## config.mk

```make
export PLATFORM = sky130hd
export DESIGN_NAME = control_unit
export DESIGN_NICKNAME = d
export VERILOG_FILES = /design/src/rtl/cpu_isa_pkg.sv /design/src/rtl/uc_ctrl_pkg.sv /design/src/rtl/control_unit.sv /design/src/rtl/ctrl_word_gen.sv /design/src/rtl/instr_decoder.sv /design/src/rtl/uc_sequencer.sv
export SDC_FILE = /design/constraint.sdc
export NUM_CORES = 1
export LEC_CHECK = 0
export BUFFER_PORTS_ARGS = -buffer_cell sky130_fd_sc_hd__buf_2
export CORE_MARGIN = 5
export CORE_UTILIZATION = 50
export CTS_CLUSTER_SIZE = 25
export DETAILED_ROUTE_END_ITERATION = 12
export PLACE_DENSITY = 0.84
export SLEW_MARGIN = 20
export SYNTH_ARGS = -nofsm -noshare
export SYNTH_HDL_FRONTEND = slang
export SYNTH_SLANG_ARGS = --single-unit
```

## constraint.sdc

```tcl
create_clock -name clk -period 2.6 [get_ports clk]
set_clock_uncertainty 0.05 [all_clocks]
set_input_delay 0.13 -clock clk [delete_from_list [all_inputs] [get_ports clk]]
set_output_delay 0.13 -clock clk [all_outputs]
set_load 0.05 [all_outputs]
```

## src/rtl/cpu_isa_pkg.sv

```systemverilog
package cpu_isa_pkg;

    localparam int word_w = 16;                 // Instruction and data word

    localparam logic [1:0] mod_ind = 2'b00;     // Register indirect
    localparam logic [1:0] mod_reg = 2'b11;     // Register direct
    localparam logic [2:0] sub_jmp = 3'b101;    // JMP inside CLS_XFER

    ////////////////////////////////////////
    // Instruction word

    typedef enum logic [3:0] {
        CLS_XFER      = 4'b0000,                // Transfers, only JMP kept
        CLS_ONE_OP    = 4'b0001,
        CLS_TWO_OP_NS = 4'b0100,                // CMP/TEST, flags only
        CLS_TWO_OP    = 4'b0101,
        CLS_JCOND     = 4'b1001
    } op_class_e;

    typedef struct packed {
        op_class_e  cls;
        logic [2:0] sub;
        logic       d;                          // 1 = rg is destination
        logic [1:0] mod;
        logic [2:0] rg;
        logic [2:0] rm;
    } instr_t;

    ////////////////////////////////////////
    // Datapath encodings

    typedef enum logic [3:0] {
        ADC  = 4'd0,
        SBB1 = 4'd1,                            // a - b - c
        SBB2 = 4'd2,                            // b - a - c
        NOT  = 4'd3,
        AND  = 4'd4,
        OR   = 4'd5,
        XOR  = 4'd6,
        SHL  = 4'd7,
        SHR  = 4'd8,
        SAR  = 4'd9
    } alu_op_e;

    typedef enum logic [2:0] {
        RA, RB, RC, IS, XA, XB, BA, BB
    } reg_idx_e;

    typedef struct packed {
        logic [word_w-4:0] reserved;
        logic              zero;
        logic              le;
        logic              carry;
    } ind_t;

endpackage

```

## src/rtl/uc_ctrl_pkg.sv

```systemverilog
package uc_ctrl_pkg;

    localparam int state_w = 6;

    typedef enum logic [state_w-1:0] {
        RESET,
        FETCH0, FETCH1, FETCH2,
        DECODE,
        ADDR_REG, ADDR_SUM0, ADDR_SUM1, ADDR_SUM2,
        LOAD_SRC_REG,
        LOAD_SRC_MEM0, LOAD_SRC_MEM1, LOAD_SRC_MEM2,
        LOAD_DST_REG,
        LOAD_DST_MEM0, LOAD_DST_MEM1, LOAD_DST_MEM2,
        EXEC_1OP, EXEC_2OP,
        STORE_REG, STORE_MEM0, STORE_MEM1,
        INC_CP0, INC_CP1,
        JMP, JCOND
    } uc_state_e;

    ////////////////////////////////////////
    // Control word to the datapath

    typedef struct packed {
        logic                  alu_oe;
        logic                  alu_we;
        logic                  ram_oe;
        logic                  ram_we;
        logic                  io_oe;
        logic                  io_we;
        logic                  regs_oe;
        logic                  regs_we;
        logic                  cp_oe;
        logic                  cp_we;
        logic                  ind_oe;
        logic                  ind_we;
        logic                  am_oe;
        logic                  am_we;
        logic                  aie_oe;
        logic                  aie_we;
        logic                  t1_oe;
        logic                  t1_we;
        logic                  t2_oe;
        logic                  t2_we;
        logic                  ri_oe;
        logic                  ri_we;
        logic                  alu_carry;
        cpu_isa_pkg::alu_op_e  alu_op;
        cpu_isa_pkg::reg_idx_e regs_addr;
        logic                  ind_sel;         // 1 = flags from ALU
    } ctrl_word_t;

    typedef enum logic [1:0] {
        JC_NONE, JC_EQ, JC_NE, JC_LE
    } jcond_e;

    typedef struct packed {
        cpu_isa_pkg::instr_t instr;
        logic                valid;
        logic                one_op;
        logic                two_op;
        logic                store_en;
        logic                mem_dst;           // Result goes back to memory
        logic                is_jmp;
        jcond_e              jcond;
    } decoded_t;

endpackage

```

## src/rtl/control_unit.sv

```systemverilog
`timescale 1ns/1ps

module control_unit (
    input  logic                    clk,
    input  logic                    rst,
    input  cpu_isa_pkg::instr_t     ri,
    input  cpu_isa_pkg::ind_t       ind,
    output uc_ctrl_pkg::ctrl_word_t ctrl,
    output uc_ctrl_pkg::uc_state_e  disp_state
);

    uc_ctrl_pkg::decoded_t  next_plan;          // Combinational decode of ri
    uc_ctrl_pkg::decoded_t  plan;               // Latched at DECODE
    uc_ctrl_pkg::uc_state_e state;

    instr_decoder u_decoder (
        .ri        (ri),
        .next_plan (next_plan)
    );

    uc_sequencer u_sequencer (
        .clk       (clk),
        .rst       (rst),
        .next_plan (next_plan),
        .ind       (ind),
        .state     (state),
        .plan      (plan)
    );

    ctrl_word_gen u_ctrl_gen (
        .state     (state),
        .plan      (plan),
        .ind       (ind),
        .ctrl      (ctrl)
    );

    assign disp_state = state;

endmodule

```

## src/rtl/ctrl_word_gen.sv

```systemverilog
`timescale 1ns/1ps

module ctrl_word_gen (
    input  uc_ctrl_pkg::uc_state_e  state,
    input  uc_ctrl_pkg::decoded_t   plan,
    input  cpu_isa_pkg::ind_t       ind,
    output uc_ctrl_pkg::ctrl_word_t ctrl
);

    cpu_isa_pkg::reg_idx_e src_reg;             // Source operand
    cpu_isa_pkg::reg_idx_e dst_reg;             // Destination, also store target
    cpu_isa_pkg::reg_idx_e base_reg;
    cpu_isa_pkg::reg_idx_e index_reg;
    cpu_isa_pkg::reg_idx_e single_reg;          // XA, XB, BA or BB
    cpu_isa_pkg::alu_op_e  exec_op;
    logic                  exec_carry;

    assign src_reg    = cpu_isa_pkg::reg_idx_e'(plan.instr.d ? plan.instr.rm : plan.instr.rg);
    assign dst_reg    = cpu_isa_pkg::reg_idx_e'(plan.instr.d ? plan.instr.rg : plan.instr.rm);
    assign base_reg   = plan.instr.rm[1] ? cpu_isa_pkg::BB : cpu_isa_pkg::BA;
    assign index_reg  = plan.instr.rm[0] ? cpu_isa_pkg::XB : cpu_isa_pkg::XA;
    assign single_reg = cpu_isa_pkg::reg_idx_e'({1'b1, plan.instr.rm[1:0]});

    ////////////////////////////////////////
    // Execute-cycle ALU selection

    always_comb begin
        exec_op    = cpu_isa_pkg::OR;
        exec_carry = 1'b0;
        if (plan.one_op) begin
            case (plan.instr.sub)
                3'b000: {exec_op, exec_carry} = {cpu_isa_pkg::ADC, 1'b1};   // INC
                3'b001: {exec_op, exec_carry} = {cpu_isa_pkg::SBB1, 1'b1};  // DEC
                3'b010: exec_op = cpu_isa_pkg::SBB2;                        // NEG
                3'b011: exec_op = cpu_isa_pkg::NOT;
                3'b100: exec_op = cpu_isa_pkg::SHL;
                3'b101: exec_op = cpu_isa_pkg::SHR;
                default: exec_op = cpu_isa_pkg::SAR;
            endcase
        end else begin
            case (plan.instr.sub)
                3'b000: exec_op = cpu_isa_pkg::ADC;                         // ADD
                3'b001: {exec_op, exec_carry} = {cpu_isa_pkg::ADC, ind.carry};
                3'b010: exec_op = cpu_isa_pkg::SBB1;                        // SUB/CMP
                3'b011: {exec_op, exec_carry} = {cpu_isa_pkg::SBB1, ind.carry};
                3'b100: exec_op = cpu_isa_pkg::AND;                         // AND/TEST
                3'b101: exec_op = cpu_isa_pkg::OR;
                default: exec_op = cpu_isa_pkg::XOR;
            endcase
        end
    end

    ////////////////////////////////////////
    // Per-state transfers

    always_comb begin
        ctrl = '0;
        case (state)
            uc_ctrl_pkg::FETCH0: {ctrl.cp_oe, ctrl.am_we} = 2'b11;     // AM <- CP
            uc_ctrl_pkg::FETCH1,
            uc_ctrl_pkg::LOAD_SRC_MEM1,
            uc_ctrl_pkg::LOAD_DST_MEM1: ctrl.am_oe = 1'b1;              // RAM read at AM
            uc_ctrl_pkg::FETCH2: {ctrl.ram_oe, ctrl.ri_we} = 2'b11;
            uc_ctrl_pkg::ADDR_REG: begin
                ctrl.regs_addr = single_reg;
                ctrl.regs_oe   = 1'b1;
                {ctrl.t2_we, ctrl.t1_we} = {plan.instr.d, !plan.instr.d};
            end
            uc_ctrl_pkg::ADDR_SUM0: begin
                ctrl.regs_addr = base_reg;
                {ctrl.regs_oe, ctrl.t1_we} = 2'b11;
            end
            uc_ctrl_pkg::ADDR_SUM1: begin
                ctrl.regs_addr = index_reg;
                {ctrl.regs_oe, ctrl.t2_we} = 2'b11;
            end
            uc_ctrl_pkg::ADDR_SUM2: begin                               // Base + index
                {ctrl.t1_oe, ctrl.t2_oe, ctrl.alu_oe} = 3'b111;
                ctrl.alu_op = cpu_isa_pkg::ADC;
                {ctrl.t2_we, ctrl.t1_we} = {plan.instr.d, !plan.instr.d};
            end
            uc_ctrl_pkg::LOAD_SRC_REG: begin
                ctrl.regs_addr = src_reg;
                {ctrl.regs_oe, ctrl.t2_we} = 2'b11;
            end
            uc_ctrl_pkg::LOAD_SRC_MEM0: begin                           // AM <- T2
                {ctrl.t2_oe, ctrl.alu_oe, ctrl.am_we} = 3'b111;
                ctrl.alu_op = cpu_isa_pkg::OR;
            end
            uc_ctrl_pkg::LOAD_SRC_MEM2: {ctrl.ram_oe, ctrl.t2_we} = 2'b11;
            uc_ctrl_pkg::LOAD_DST_REG: begin
                ctrl.regs_addr = dst_reg;
                {ctrl.regs_oe, ctrl.t1_we} = 2'b11;
            end
            uc_ctrl_pkg::LOAD_DST_MEM0: begin                           // AM <- T1
                {ctrl.t1_oe, ctrl.alu_oe, ctrl.am_we} = 3'b111;
                ctrl.alu_op = cpu_isa_pkg::OR;
            end
            uc_ctrl_pkg::LOAD_DST_MEM2: {ctrl.ram_oe, ctrl.t1_we} = 2'b11;
            uc_ctrl_pkg::EXEC_1OP,
            uc_ctrl_pkg::EXEC_2OP: begin
                ctrl.t1_oe     = 1'b1;
                ctrl.t2_oe     = (state == uc_ctrl_pkg::EXEC_2OP);
                ctrl.alu_op    = exec_op;
                ctrl.alu_carry = exec_carry;
                {ctrl.alu_oe, ctrl.t1_we, ctrl.ind_sel, ctrl.ind_we} = 4'b1111;
            end
            uc_ctrl_pkg::STORE_REG: begin
                {ctrl.t1_oe, ctrl.alu_oe, ctrl.regs_we} = 3'b111;
                ctrl.alu_op    = cpu_isa_pkg::OR;
                ctrl.regs_addr = dst_reg;
            end
            uc_ctrl_pkg::STORE_MEM0: begin                              // M[AM] <- T1
                {ctrl.t1_oe, ctrl.alu_oe, ctrl.am_oe, ctrl.ram_we} = 4'b1111;
                ctrl.alu_op = cpu_isa_pkg::OR;
            end
            uc_ctrl_pkg::INC_CP0: {ctrl.cp_oe, ctrl.t1_we} = 2'b11;     // T1 <- CP
            uc_ctrl_pkg::INC_CP1: begin                                 // CP <- T1 + 1
                {ctrl.t1_oe, ctrl.alu_oe, ctrl.cp_we} = 3'b111;
                ctrl.alu_op    = cpu_isa_pkg::ADC;
                ctrl.alu_carry = 1'b1;
            end
            uc_ctrl_pkg::JMP: begin                                     // CP <- T1
                {ctrl.t1_oe, ctrl.alu_oe, ctrl.cp_we} = 3'b111;
                ctrl.alu_op = cpu_isa_pkg::OR;
            end
            default: ;                          // RESET, DECODE, STORE_MEM1, JCOND
        endcase
    end

endmodule

```

## src/rtl/instr_decoder.sv

```systemverilog
`timescale 1ns/1ps

module instr_decoder (
    input  cpu_isa_pkg::instr_t   ri,
    output uc_ctrl_pkg::decoded_t next_plan
);

    logic mode_ok;                              // mod 11 or mod 00
    logic kept;                                 // Class and sub-opcode implemented

    // Condition from {sub, d}
    function automatic uc_ctrl_pkg::jcond_e jcond_of(input logic [3:0] code);
        case (code)
            4'b0010: return uc_ctrl_pkg::JC_LE;
            4'b0100: return uc_ctrl_pkg::JC_EQ;
            4'b1100: return uc_ctrl_pkg::JC_NE;
            default: return uc_ctrl_pkg::JC_NONE;
        endcase
    endfunction

    assign mode_ok = (ri.mod == cpu_isa_pkg::mod_reg) || (ri.mod == cpu_isa_pkg::mod_ind);

    always_comb begin
        next_plan       = '0;
        next_plan.instr = ri;

        case (ri.cls)
            cpu_isa_pkg::CLS_XFER: begin
                next_plan.is_jmp  = (ri.sub == cpu_isa_pkg::sub_jmp);
                next_plan.instr.d = 1'b0;       // Target always from rm
            end
            cpu_isa_pkg::CLS_ONE_OP: begin
                next_plan.one_op   = (ri.sub != 3'b111);
                next_plan.store_en = 1'b1;
                next_plan.instr.d  = 1'b0;      // Single operand lives in rm
            end
            cpu_isa_pkg::CLS_TWO_OP_NS: begin
                next_plan.two_op = (ri.sub != 3'b111);
            end
            cpu_isa_pkg::CLS_TWO_OP: begin
                next_plan.two_op   = (ri.sub != 3'b111);
                next_plan.store_en = 1'b1;
            end
            cpu_isa_pkg::CLS_JCOND: begin
                next_plan.jcond = jcond_of({ri.sub, ri.d});
            end
            default: ;
        endcase

        kept = next_plan.one_op || next_plan.two_op || next_plan.is_jmp
            || (next_plan.jcond != uc_ctrl_pkg::JC_NONE);
        next_plan.valid = mode_ok && kept;

        // Indirect with d = 0 writes back through AM
        next_plan.mem_dst = (next_plan.one_op || next_plan.two_op)
            && (ri.mod == cpu_isa_pkg::mod_ind) && !next_plan.instr.d;
    end

endmodule

```

## src/rtl/uc_sequencer.sv

```systemverilog
`timescale 1ns/1ps

module uc_sequencer (
    input  logic                   clk,
    input  logic                   rst,
    input  uc_ctrl_pkg::decoded_t  next_plan,
    input  cpu_isa_pkg::ind_t      ind,
    output uc_ctrl_pkg::uc_state_e state,
    output uc_ctrl_pkg::decoded_t  plan
);

    uc_ctrl_pkg::uc_state_e state_next;
    logic                   jump_taken;

    ////////////////////////////////////////
    // Phase entry points

    function automatic uc_ctrl_pkg::uc_state_e dst_entry(input uc_ctrl_pkg::decoded_t p);
        return p.mem_dst ? uc_ctrl_pkg::LOAD_DST_MEM0 : uc_ctrl_pkg::LOAD_DST_REG;
    endfunction

    function automatic uc_ctrl_pkg::uc_state_e src_entry(input uc_ctrl_pkg::decoded_t p);
        if (p.two_op && p.instr.mod == cpu_isa_pkg::mod_ind && p.instr.d) begin
            return uc_ctrl_pkg::LOAD_SRC_MEM0;  // Memory source, register dest
        end
        // A one-op memory operand also takes the source slot
        if (p.two_op || p.mem_dst) begin
            return uc_ctrl_pkg::LOAD_SRC_REG;
        end
        return dst_entry(p);
    endfunction

    function automatic uc_ctrl_pkg::uc_state_e exec_entry(input uc_ctrl_pkg::decoded_t p);
        if (p.is_jmp) begin
            return uc_ctrl_pkg::JMP;
        end
        if (p.jcond != uc_ctrl_pkg::JC_NONE) begin
            return uc_ctrl_pkg::JCOND;
        end
        return p.one_op ? uc_ctrl_pkg::EXEC_1OP : uc_ctrl_pkg::EXEC_2OP;
    endfunction

    function automatic uc_ctrl_pkg::uc_state_e store_entry(input uc_ctrl_pkg::decoded_t p);
        if (!p.store_en) begin
            return uc_ctrl_pkg::INC_CP0;        // CMP/TEST keep flags only
        end
        return p.mem_dst ? uc_ctrl_pkg::STORE_MEM0 : uc_ctrl_pkg::STORE_REG;
    endfunction

    // Flag tests follow the datapath's flag polarity
    always_comb begin
        case (plan.jcond)
            uc_ctrl_pkg::JC_EQ: jump_taken = !ind.zero;
            uc_ctrl_pkg::JC_NE: jump_taken = ind.zero;
            uc_ctrl_pkg::JC_LE: jump_taken = !ind.le;
            default:            jump_taken = 1'b0;
        endcase
    end

    ////////////////////////////////////////
    // Next state

    always_comb begin
        state_next = uc_ctrl_pkg::RESET;
        case (state)
            uc_ctrl_pkg::RESET:  state_next = uc_ctrl_pkg::FETCH0;
            uc_ctrl_pkg::FETCH0: state_next = uc_ctrl_pkg::FETCH1;
            uc_ctrl_pkg::FETCH1: state_next = uc_ctrl_pkg::FETCH2;
            uc_ctrl_pkg::FETCH2: state_next = uc_ctrl_pkg::DECODE;
            uc_ctrl_pkg::DECODE: begin
                if (!next_plan.valid) begin
                    state_next = uc_ctrl_pkg::INC_CP0;
                end else if ((next_plan.one_op || next_plan.two_op)
                        && next_plan.instr.mod == cpu_isa_pkg::mod_ind) begin
                    // Top rm bit selects base plus index
                    state_next = next_plan.instr.rm[2] ? uc_ctrl_pkg::ADDR_SUM0
                                                       : uc_ctrl_pkg::ADDR_REG;
                end else begin
                    state_next = src_entry(next_plan);
                end
            end
            uc_ctrl_pkg::ADDR_SUM0:     state_next = uc_ctrl_pkg::ADDR_SUM1;
            uc_ctrl_pkg::ADDR_SUM1:     state_next = uc_ctrl_pkg::ADDR_SUM2;
            uc_ctrl_pkg::ADDR_SUM2,
            uc_ctrl_pkg::ADDR_REG:      state_next = src_entry(plan);
            uc_ctrl_pkg::LOAD_SRC_MEM0: state_next = uc_ctrl_pkg::LOAD_SRC_MEM1;
            uc_ctrl_pkg::LOAD_SRC_MEM1: state_next = uc_ctrl_pkg::LOAD_SRC_MEM2;
            uc_ctrl_pkg::LOAD_SRC_REG,
            uc_ctrl_pkg::LOAD_SRC_MEM2: state_next = dst_entry(plan);
            uc_ctrl_pkg::LOAD_DST_MEM0: state_next = uc_ctrl_pkg::LOAD_DST_MEM1;
            uc_ctrl_pkg::LOAD_DST_MEM1: state_next = uc_ctrl_pkg::LOAD_DST_MEM2;
            uc_ctrl_pkg::LOAD_DST_REG,
            uc_ctrl_pkg::LOAD_DST_MEM2: state_next = exec_entry(plan);
            uc_ctrl_pkg::EXEC_1OP,
            uc_ctrl_pkg::EXEC_2OP:      state_next = store_entry(plan);
            uc_ctrl_pkg::STORE_MEM0:    state_next = uc_ctrl_pkg::STORE_MEM1;
            uc_ctrl_pkg::STORE_REG,
            uc_ctrl_pkg::STORE_MEM1:    state_next = uc_ctrl_pkg::INC_CP0;
            uc_ctrl_pkg::INC_CP0:       state_next = uc_ctrl_pkg::INC_CP1;
            uc_ctrl_pkg::JCOND: begin
                state_next = jump_taken ? uc_ctrl_pkg::JMP : uc_ctrl_pkg::INC_CP0;
            end
            default:                    state_next = uc_ctrl_pkg::FETCH0;  // INC_CP1, JMP
        endcase
    end

    always_ff @(posedge clk) begin
        if (!rst) begin
            state <= uc_ctrl_pkg::RESET;
        end else begin
            state <= state_next;
        end
    end

    // Plan is held until the next decode
    always_ff @(posedge clk) begin
        if (state == uc_ctrl_pkg::DECODE) begin
            plan <= next_plan;
        end
    end

endmodule

```

# After elaboration in Yosys (flattened, before gate mapping)
# Index checks and enable logic that the tools add are counted.
[word_totals] elab_cells=182 regBits=25 output_inout_bits=37 input_bits=34
[classes] eq_ne=43 reduce_logical=47 n_mux=80
[op_table] operator="6-bit case mux with 18 select lines" n=1
[op_table] operator="6-bit two-way mux" n=16
[op_table] operator="6-bit by 5-bit == test with 1-bit output, second input constant" n=10
[op_table] operator="6-bit by 4-bit == test with 1-bit output, second input constant" n=8
[op_table] operator="1-bit two-way mux" n=43
[op_table] operator="2-bit OR reduction" n=15
[op_table] operator="6-bit by 3-bit == test with 1-bit output, second input constant" n=4
[op_table] operator="4-bit case mux with 6 select lines" n=1
[op_table] operator="3-bit case mux with 5 select lines" n=1
[op_table] operator="4-bit by 3-bit == test with 1-bit output, second input constant" n=3
[op_table] operator="6-bit by 2-bit == test with 1-bit output, second input constant" n=2
[op_table] operator="3-bit case mux with 4 select lines" n=1
[op_table] operator="2-bit two-way mux" n=5
[op_table] operator="5-bit OR reduction" n=2
[op_table] operator="3-bit == test, second input constant" n=3
[op_table] operator="3-bit two-way mux" n=3
[op_table] operator="3-bit OR reduction" n=3
[op_table] operator="9-bit OR reduction" n=1
[op_table] operator="4-bit == test, second input constant" n=2
[op_table] operator="4-bit two-way mux" n=2
[op_table] operator="1-bit case mux with 2 select lines" n=4
[op_table] operator="4-bit case mux with 2 select lines" n=1
[op_table] operator="8-bit OR reduction" n=1
[op_table] operator="1-bit logical AND" n=7
[op_table] operator="other kinds (18)" n=31

# Depth between registers and ports, before layout
# Gate-level depths: netlist of the first run.
[depth] depth_word=18 depth_mapped=7

# Modules after synthesis
# From an unflattened synthesis of the first run, not the netlist that was laid out.
[unflattened] hier_cells=313 area_unflattened_um2=2632.5
[modules_own_cells] mod="uc_sequencer" area_per_inst_um2=1435.1 cells_per_inst=127 instances=1 seq_area_each_um2=820.8
[modules_own_cells] mod="ctrl_word_gen" area_per_inst_um2=880.8 cells_per_inst=142 instances=1 seq_area_each_um2=0.0
[modules_own_cells] mod="instr_decoder" area_per_inst_um2=316.6 cells_per_inst=44 instances=1 seq_area_each_um2=0.0

# Worst setup path after synthesis of the first run
# No wires, ideal clock.
[synth_path] path_kind="reg2out" startpoint="reg u_sequencer.state[4]" endpoint="out ctrl[5] (netlist name)" arrival_ns=3.317 path_stages_with_launch=5 slack_ns=-0.897 path_cell_list="dfxtp_1 clkbuf_1 nand2b_1 nor3_1 nor2b_1"
[synth_lines] element="from (decl)" line="uc_sequencer.sv:8" source="output uc_ctrl_pkg::uc_state_e state,"
[synth_lines] element="from (signal assigned)" line="uc_sequencer.sv:109" source="state <= uc_ctrl_pkg::RESET;"
[synth_lines] element="from (signal assigned)" line="uc_sequencer.sv:111" source="state <= state_next;"
[synth_lines] element="to (decl)" line="control_unit.sv:8" source="output uc_ctrl_pkg::ctrl_word_t ctrl,"

==> impl_metrics.ini, run 1 <==
[global_route]
met3_usage_pct = 1.45
track_usage_pct = 19.9
use_met2_pct = 31.0
antenna_found_initial = 0
grt_pass1_vias = 1895
grt_overflow = 0
busiest_layer = met2
use_met1_pct = 29.6
grt_start_max_net_pins = 25
grt_pass1_wl_um = 8920

[floorplanning]
fp.dieW_um = 75.4
core-area_um2 = 4060
ios = 71
die_area_um2 = 5680
die_h_um = 75.4
start_util_pct = 52.6
rows = 23

[place]
place.gp.congestion = 0.901
port_buffers = 49
place.detailed.hpwl_um = 4130

[critical_path]
r2r.worst_path.cells = 5
cp.arrival_ns = 2.23
worstSetupPathType = reg2out
rrSetupSlack_ns = 0.41
worstPathRequired_ns = 2.42
r2r_start = u_sequencer.state[4]
cp_max_fo = 24
critPathCaptureType = output pin
worst_setup_path_start_kind = flip-flop
r2r-end = u_sequencer.state[1]

[flow_run]
max-cap-violations = 0

[synthesis]
syn_area_per_cell_um2 = 7.91
synth_top_area_share_pct = 26.7
ys_warn_count = 0
ys_async_sr_fraction_pct = 0
yosys.area.top_type = edfxtp_1
yosys-top-cells-area = edfxtp_1 27%, dfxtp_1 4.7%, nor2b_1 4.7%
ys_seq_elements = 24
synthFlopType = edfxtp_1
yosysUniqueCellTypes = 58
yosysSeqAreaShare_pct = 31.4
synth_edf_count = 19
synth_most_common_cell = nor2_1
netlist_area_um2 = 2140
netlist_instances = 270
synthTopCellsByCount = 24 x nor2_1, 19 x edfxtp_1, 19 x nand2_1, 16 x nor2b_1, 13 x clkbuf_1

[clocking]
clkLatencyLatePin_ns = 0.26
ctsResizeCount = 0
cts_max_level = 1
numClockSinks = 24
clockBufferDepth = 2
cts_tree = done
numCtsBuffers = 3
clk_pin_slew_ns = 0.07
clockRootBuffer = clkbuf_8

[timing]
setup_tns_ns = 0
fin_crit_ns = 2.41
finalHoldViolations = 0
drv_slew = 0
post-route-period-util_pct = 92.5
setup_viol = 0
tightest_slew_ns = 0.936
rsz0062_at_grt = no
worst_slew_margin_rel_pct = 37.5
fmax_mhz = 416

[final_layout]
diodes = 0
fin_util_pct = 64.8
nFillCells = 358
nets = 354
drive_above_1_share_pct = 26.1
syn_to_final_growth_pct = 23.0

[route]
drcViolationCount = 0
drt-pass1-iter-count = 5
routed_wl_um = 5400
drtIter0Drc = 187
vias = 2242
ant_nets = 0
drt-wirelength-per-cell_um = 14.7
vias_per_cell = 6.09

[worst_hold_path]
holdPathEnd = u_sequencer.plan[14]
holdPathStages = 1
hp-start = ri[6]
hold_class = in2reg

[status]
status = completed

[pwr]
total_power_mw = 0.905
leakage_nw = 1.02
ir_worst_vdd_mv = 0.424
power_density_nw_per_um2 = 344
## flip-flops by register name, summed over array words and instances, names as in the netlist
name and cells:
u_sequencer.state 5, u_sequencer.plan 19
## critical path, cell delays in order (launching register included)
cell,delay [ns]
dfxtp_2,0.62
nand2_1,0.19
nor4_1,0.51
a221oi_1,0.22
o21ai_2,0.16
buf_2,0.27
## worst max-delay path by stage
stage                                    start                    to  slack, ns  cells after the start
after floorplan           u_sequencer.state[2]              ctrl[14]      -0.11                      5
after global placement    u_sequencer.state[4]  u_sequencer.state[1]       0.47                      5
after detailed placement  u_sequencer.state[4]  u_sequencer.state[1]       0.43                      5
after CTS                 u_sequencer.state[3]               ctrl[3]       0.24                      5
after global routing      u_sequencer.state[3]               ctrl[2]       0.09                      7
final                     u_sequencer.state[3]               ctrl[3]       0.19                      5
## through the flow
| stage | std cells | hold slack (ns) | setup WS, ns | area [um^2] |
|---|---|---|---|---|
| finish | 368 | 0.0152 | 0.194 | 2630 |
| CTS | 366 | 0.000520 | 0.238 | 2610 |
| floorplan | 277 | 0.179 | -0.109 | 2260 |
| detailed placement | 357 | 0.258 | 0.435 | 2510 |
| global route | 368 | 0.00930 | 0.0913 | 2630 |
| global placement | 357 | 0.257 | 0.472 | 2510 |
## power breakdown
| group | switching [mW] | total [mW] | internal (mW) |
|---|---|---|---|
| Clock | 0.103 | 0.212 | 0.109 |
| Sequential | 0.0117 | 0.429 | 0.417 |
| Combinational | 0.177 | 0.264 | 0.0871 |
| Total | 0.292 | 0.905 | 0.613 |
## cell families after synthesis
kind of cell    share of synthesized area [%]
fa+ha+maj                               0.586
other cells                             0.176
simple gates                             29.4
mux                                     0.996
buf+inv                                  7.91
compound gates                           28.7
flops                                    31.4
xor+xnor                                0.820
## layout make-up
| type | count | area, um^2 | share of cell area, % |
|---|---|---|---|
| flip-flops and latches | 24 | 672 | 25.6 |
| well taps | 50 | 62.6 | 2.38 |
| inverters | 7 | 26.3 | 1.00 |
| multi-input cells | 217 | 1420 | 54.0 |
| clock buffers | 4 | 45.0 | 1.71 |
| repair buffers | 66 | 403 | 15.3 |
## cells in the final DEF (no fill, tap or decap), types with 7 or more instances in the layout
cell type | netlist | routed
o21ai_0 | 11 | 11
nand2b_1 | 11 | 11
nand2_1 | 19 | 19
inv_1 | 7 | 7
nor2b_1 | 16 | 16
buf_4 | 9 | 9
a31oi_1 | 11 | 10
nor3_1 | 11 | 7
a21oi_1 | 12 | 12
conb_1 | 1 | 8
buf_2 | 0 | 49
edfxtp_1 | 19 | 19
nand3_1 | 7 | 7
dlygate4sd3_1 | 0 | 7
nor2_1 | 24 | 21
## per-layer routing
metal	part of all wire (%)	routed length (um)
met2	47	2550
met1	44	2380
met3	7.3	392
met4	1.4	75
met5	0	0
## what timing repair did
item	in CTS	in global routing
endpoints found under the hold margin	5	2
hold buffers	5	2
setup buffers	0	0
No activity file was read; power rests on OpenSTA's default activity.
==> run 2: changes to the inputs <==
--- a/config.mk
+++ b/config.mk
@@ -11,6 +11,7 @@
 export CTS_CLUSTER_SIZE = 25
 export DETAILED_ROUTE_END_ITERATION = 12
 export PLACE_DENSITY = 0.84
+export SETUP_SLACK_MARGIN = 0.4
 export SLEW_MARGIN = 20
 export SYNTH_ARGS = -nofsm -noshare
 export SYNTH_HDL_FRONTEND = slang
==> run 2 against run 1 <==
Against the previous run:
- clock power rose by 17%
- cell count increased by 0.54%
- global-route usage rose by 0.26 points
- sequential power about the same
- critical endpoint is now ctrl[1]
- power up 4.7%
- worst hold slack gained 0.043 ns
- combinational power rose by 3%
- die area did not move
- non-clock buffer count rose by 2
- final area rose by 5.0%
==> impl_metrics.ini, run 2 (synthesis results as in run 1) <==
[final_layout]
largest_register_ffs = 19
top_register = u_sequencer.plan
diodes = 0
drive_above_1_share_pct = 30.6
nets = 356
largestRegisters = u_sequencer.plan x19, u_sequencer.state x5
final_common_cell = buf_2
syn_to_final_growth_pct = 29.2
mostFrequentLayoutCells = 49 x buf_2, 19 x nand2_1, 19 x nor2_1, 19 x edfxtp_1, 14 x nor2b_1

[timing]
rsz0062_at_grt = no
setup_tns_ns = 0
finalHoldViolations = 0
setup_slack_ns = 0.531
drv_slew = 0
fmax_mhz = 483
post-route-period-util_pct = 79.6
fin_crit_ns = 2.07
setup_viol = 0

[pwr]
power_density_nw_per_um2 = 343
ir_worst_vdd_mv = 0.349
total_power_mw = 0.948
leakage_nw = 1.05

[critical_path]
rrSetupSlack_ns = 0.62
r2r-end = u_sequencer.state[3]
worst_setup_path_start_kind = flip-flop
crit_path_cell_trace = nor4bb_1 > o21a_1 > a22o_1 > nand2_1 > nand4_1 > buf_2
cp_max_fo = 18
slowest_stage = dfxtp_4
worstSetupPathType = reg2out
cp.arrival_ns = 1.89
r2r_start = u_sequencer.state[3]
cpLargestDelayFamily = flip-flops
worstPathRequired_ns = 2.42
path_buf_inv = 1
max_stage_delay_ns = 0.46
r2r.worst_path.cells = 4
critPathCaptureType = output pin
crit_cells = 6

[global_route]
grt_start_max_net_pins = 33
grt_pass1_wl_um = 9160
grt_pass1_vias = 1981
track_usage_pct = 20.1
antenna_found_initial = 0
grt_overflow = 0

[worst_hold_path]
holdPathStages = 2
holdPathEnd = u_sequencer.state[0]
hp-start = rst
hold_class = in2reg

[floorplanning]
rows = 23
start_util_pct = 52.6
fp.dieW_um = 75.4
core-area_um2 = 4060
die_h_um = 75.4
ios = 71
die_area_um2 = 5680

[clocking]
numCtsBuffers = 3
clkLatencyLatePin_ns = 0.26
cts_tree = done
clockRootBuffer = clkbuf_8
clk_pin_slew_ns = 0.08
cts_max_level = 1
numClockSinks = 24
clockBufferDepth = 2

[route]
drtIter0Drc = 328
vias = 2290
routed_wl_um = 6050
vias_per_cell = 6.19
ant_nets = 0
drt-pass1-iter-count = 5
drt-wirelength-per-cell_um = 16.4
drcViolationCount = 0

[place]
port_buffers = 49
place.gp.congestion = 0.884
place.detailed.hpwl_um = 4160
pre_cts_ws_ns = 0.548

[flow_run]
max-cap-violations = 0

[status]
status = completed
==> run 2: layout make-up <==
cell class / instances / area (um^2)
Inverter: 7 / 26.3
Timing Repair Buffer: 68 / 425
Clock buffer: 4 / 55.1
Multi-Input combinational cell: 217 / 1500
Fill cell: 328 / 1300
Tap cell: 50 / 62.6
Sequential cell: 24 / 689
==> run 2: through the flow <==
stage	util [%]	area (um^2)	std cells	hold WS (ns)
floorplan	-	2350	277	0.179
global placement	62.9	2550	354	0.257
detailed placement	62.9	2550	354	0.258
CTS	66.5	2700	366	0.0492
global route	68.0	2760	370	0.0487
finish	68.0	2760	370	0.0580
==> run 2: worst register-to-register path: cells and delay by family, from the launching register on <==
| family | cells | cell delay, ns |
|---|---|---|
| AND/OR/NAND/NOR | 3 | 1.24 |
| flip-flops | 1 | 0.41 |
| AO/OA/AOI/OAI | 1 | 0.20 |
==> run 2: worst max path at each step <==
stage                     slack (ns)                  from        to
after floorplan                 0.40  u_sequencer.state[4]  ctrl[12]
after global placement          0.55  u_sequencer.state[0]   ctrl[6]
after detailed placement        0.55  u_sequencer.state[0]   ctrl[6]
after CTS                       0.46  u_sequencer.state[3]  ctrl[14]
after global routing            0.40  u_sequencer.state[1]   ctrl[1]
final                           0.53  u_sequencer.state[3]   ctrl[1]
==> run 2: power by group <==
part / switching (mW) / total (mW) / internal, mW
sequential: 0.0159 / 0.430 / 0.414
combinational: 0.183 / 0.271 / 0.0881
clock: 0.112 / 0.247 / 0.135
total: 0.310 / 0.948 / 0.638
==> run 2: what timing repair did <==
action                     CTS  global route
setup endpoints to repair    8             6
resized for setup            5             2
hold endpoints to repair     8             0
gates cloned                 0             0
setup buffers                0             4
hold buffers                 8             0
==> run 2: routing by layer <==
layer | vias up | part of all wire (%) | track usage [%]
li1 | 1105 | - | -
met1 | 1024 | 41 | 30.5
met2 | 147 | 46 | 30.1
met3 | 14 | 11 | 2.77
met4 | 0 | 1.2 | 5.24
met5 | - | 0 | 0
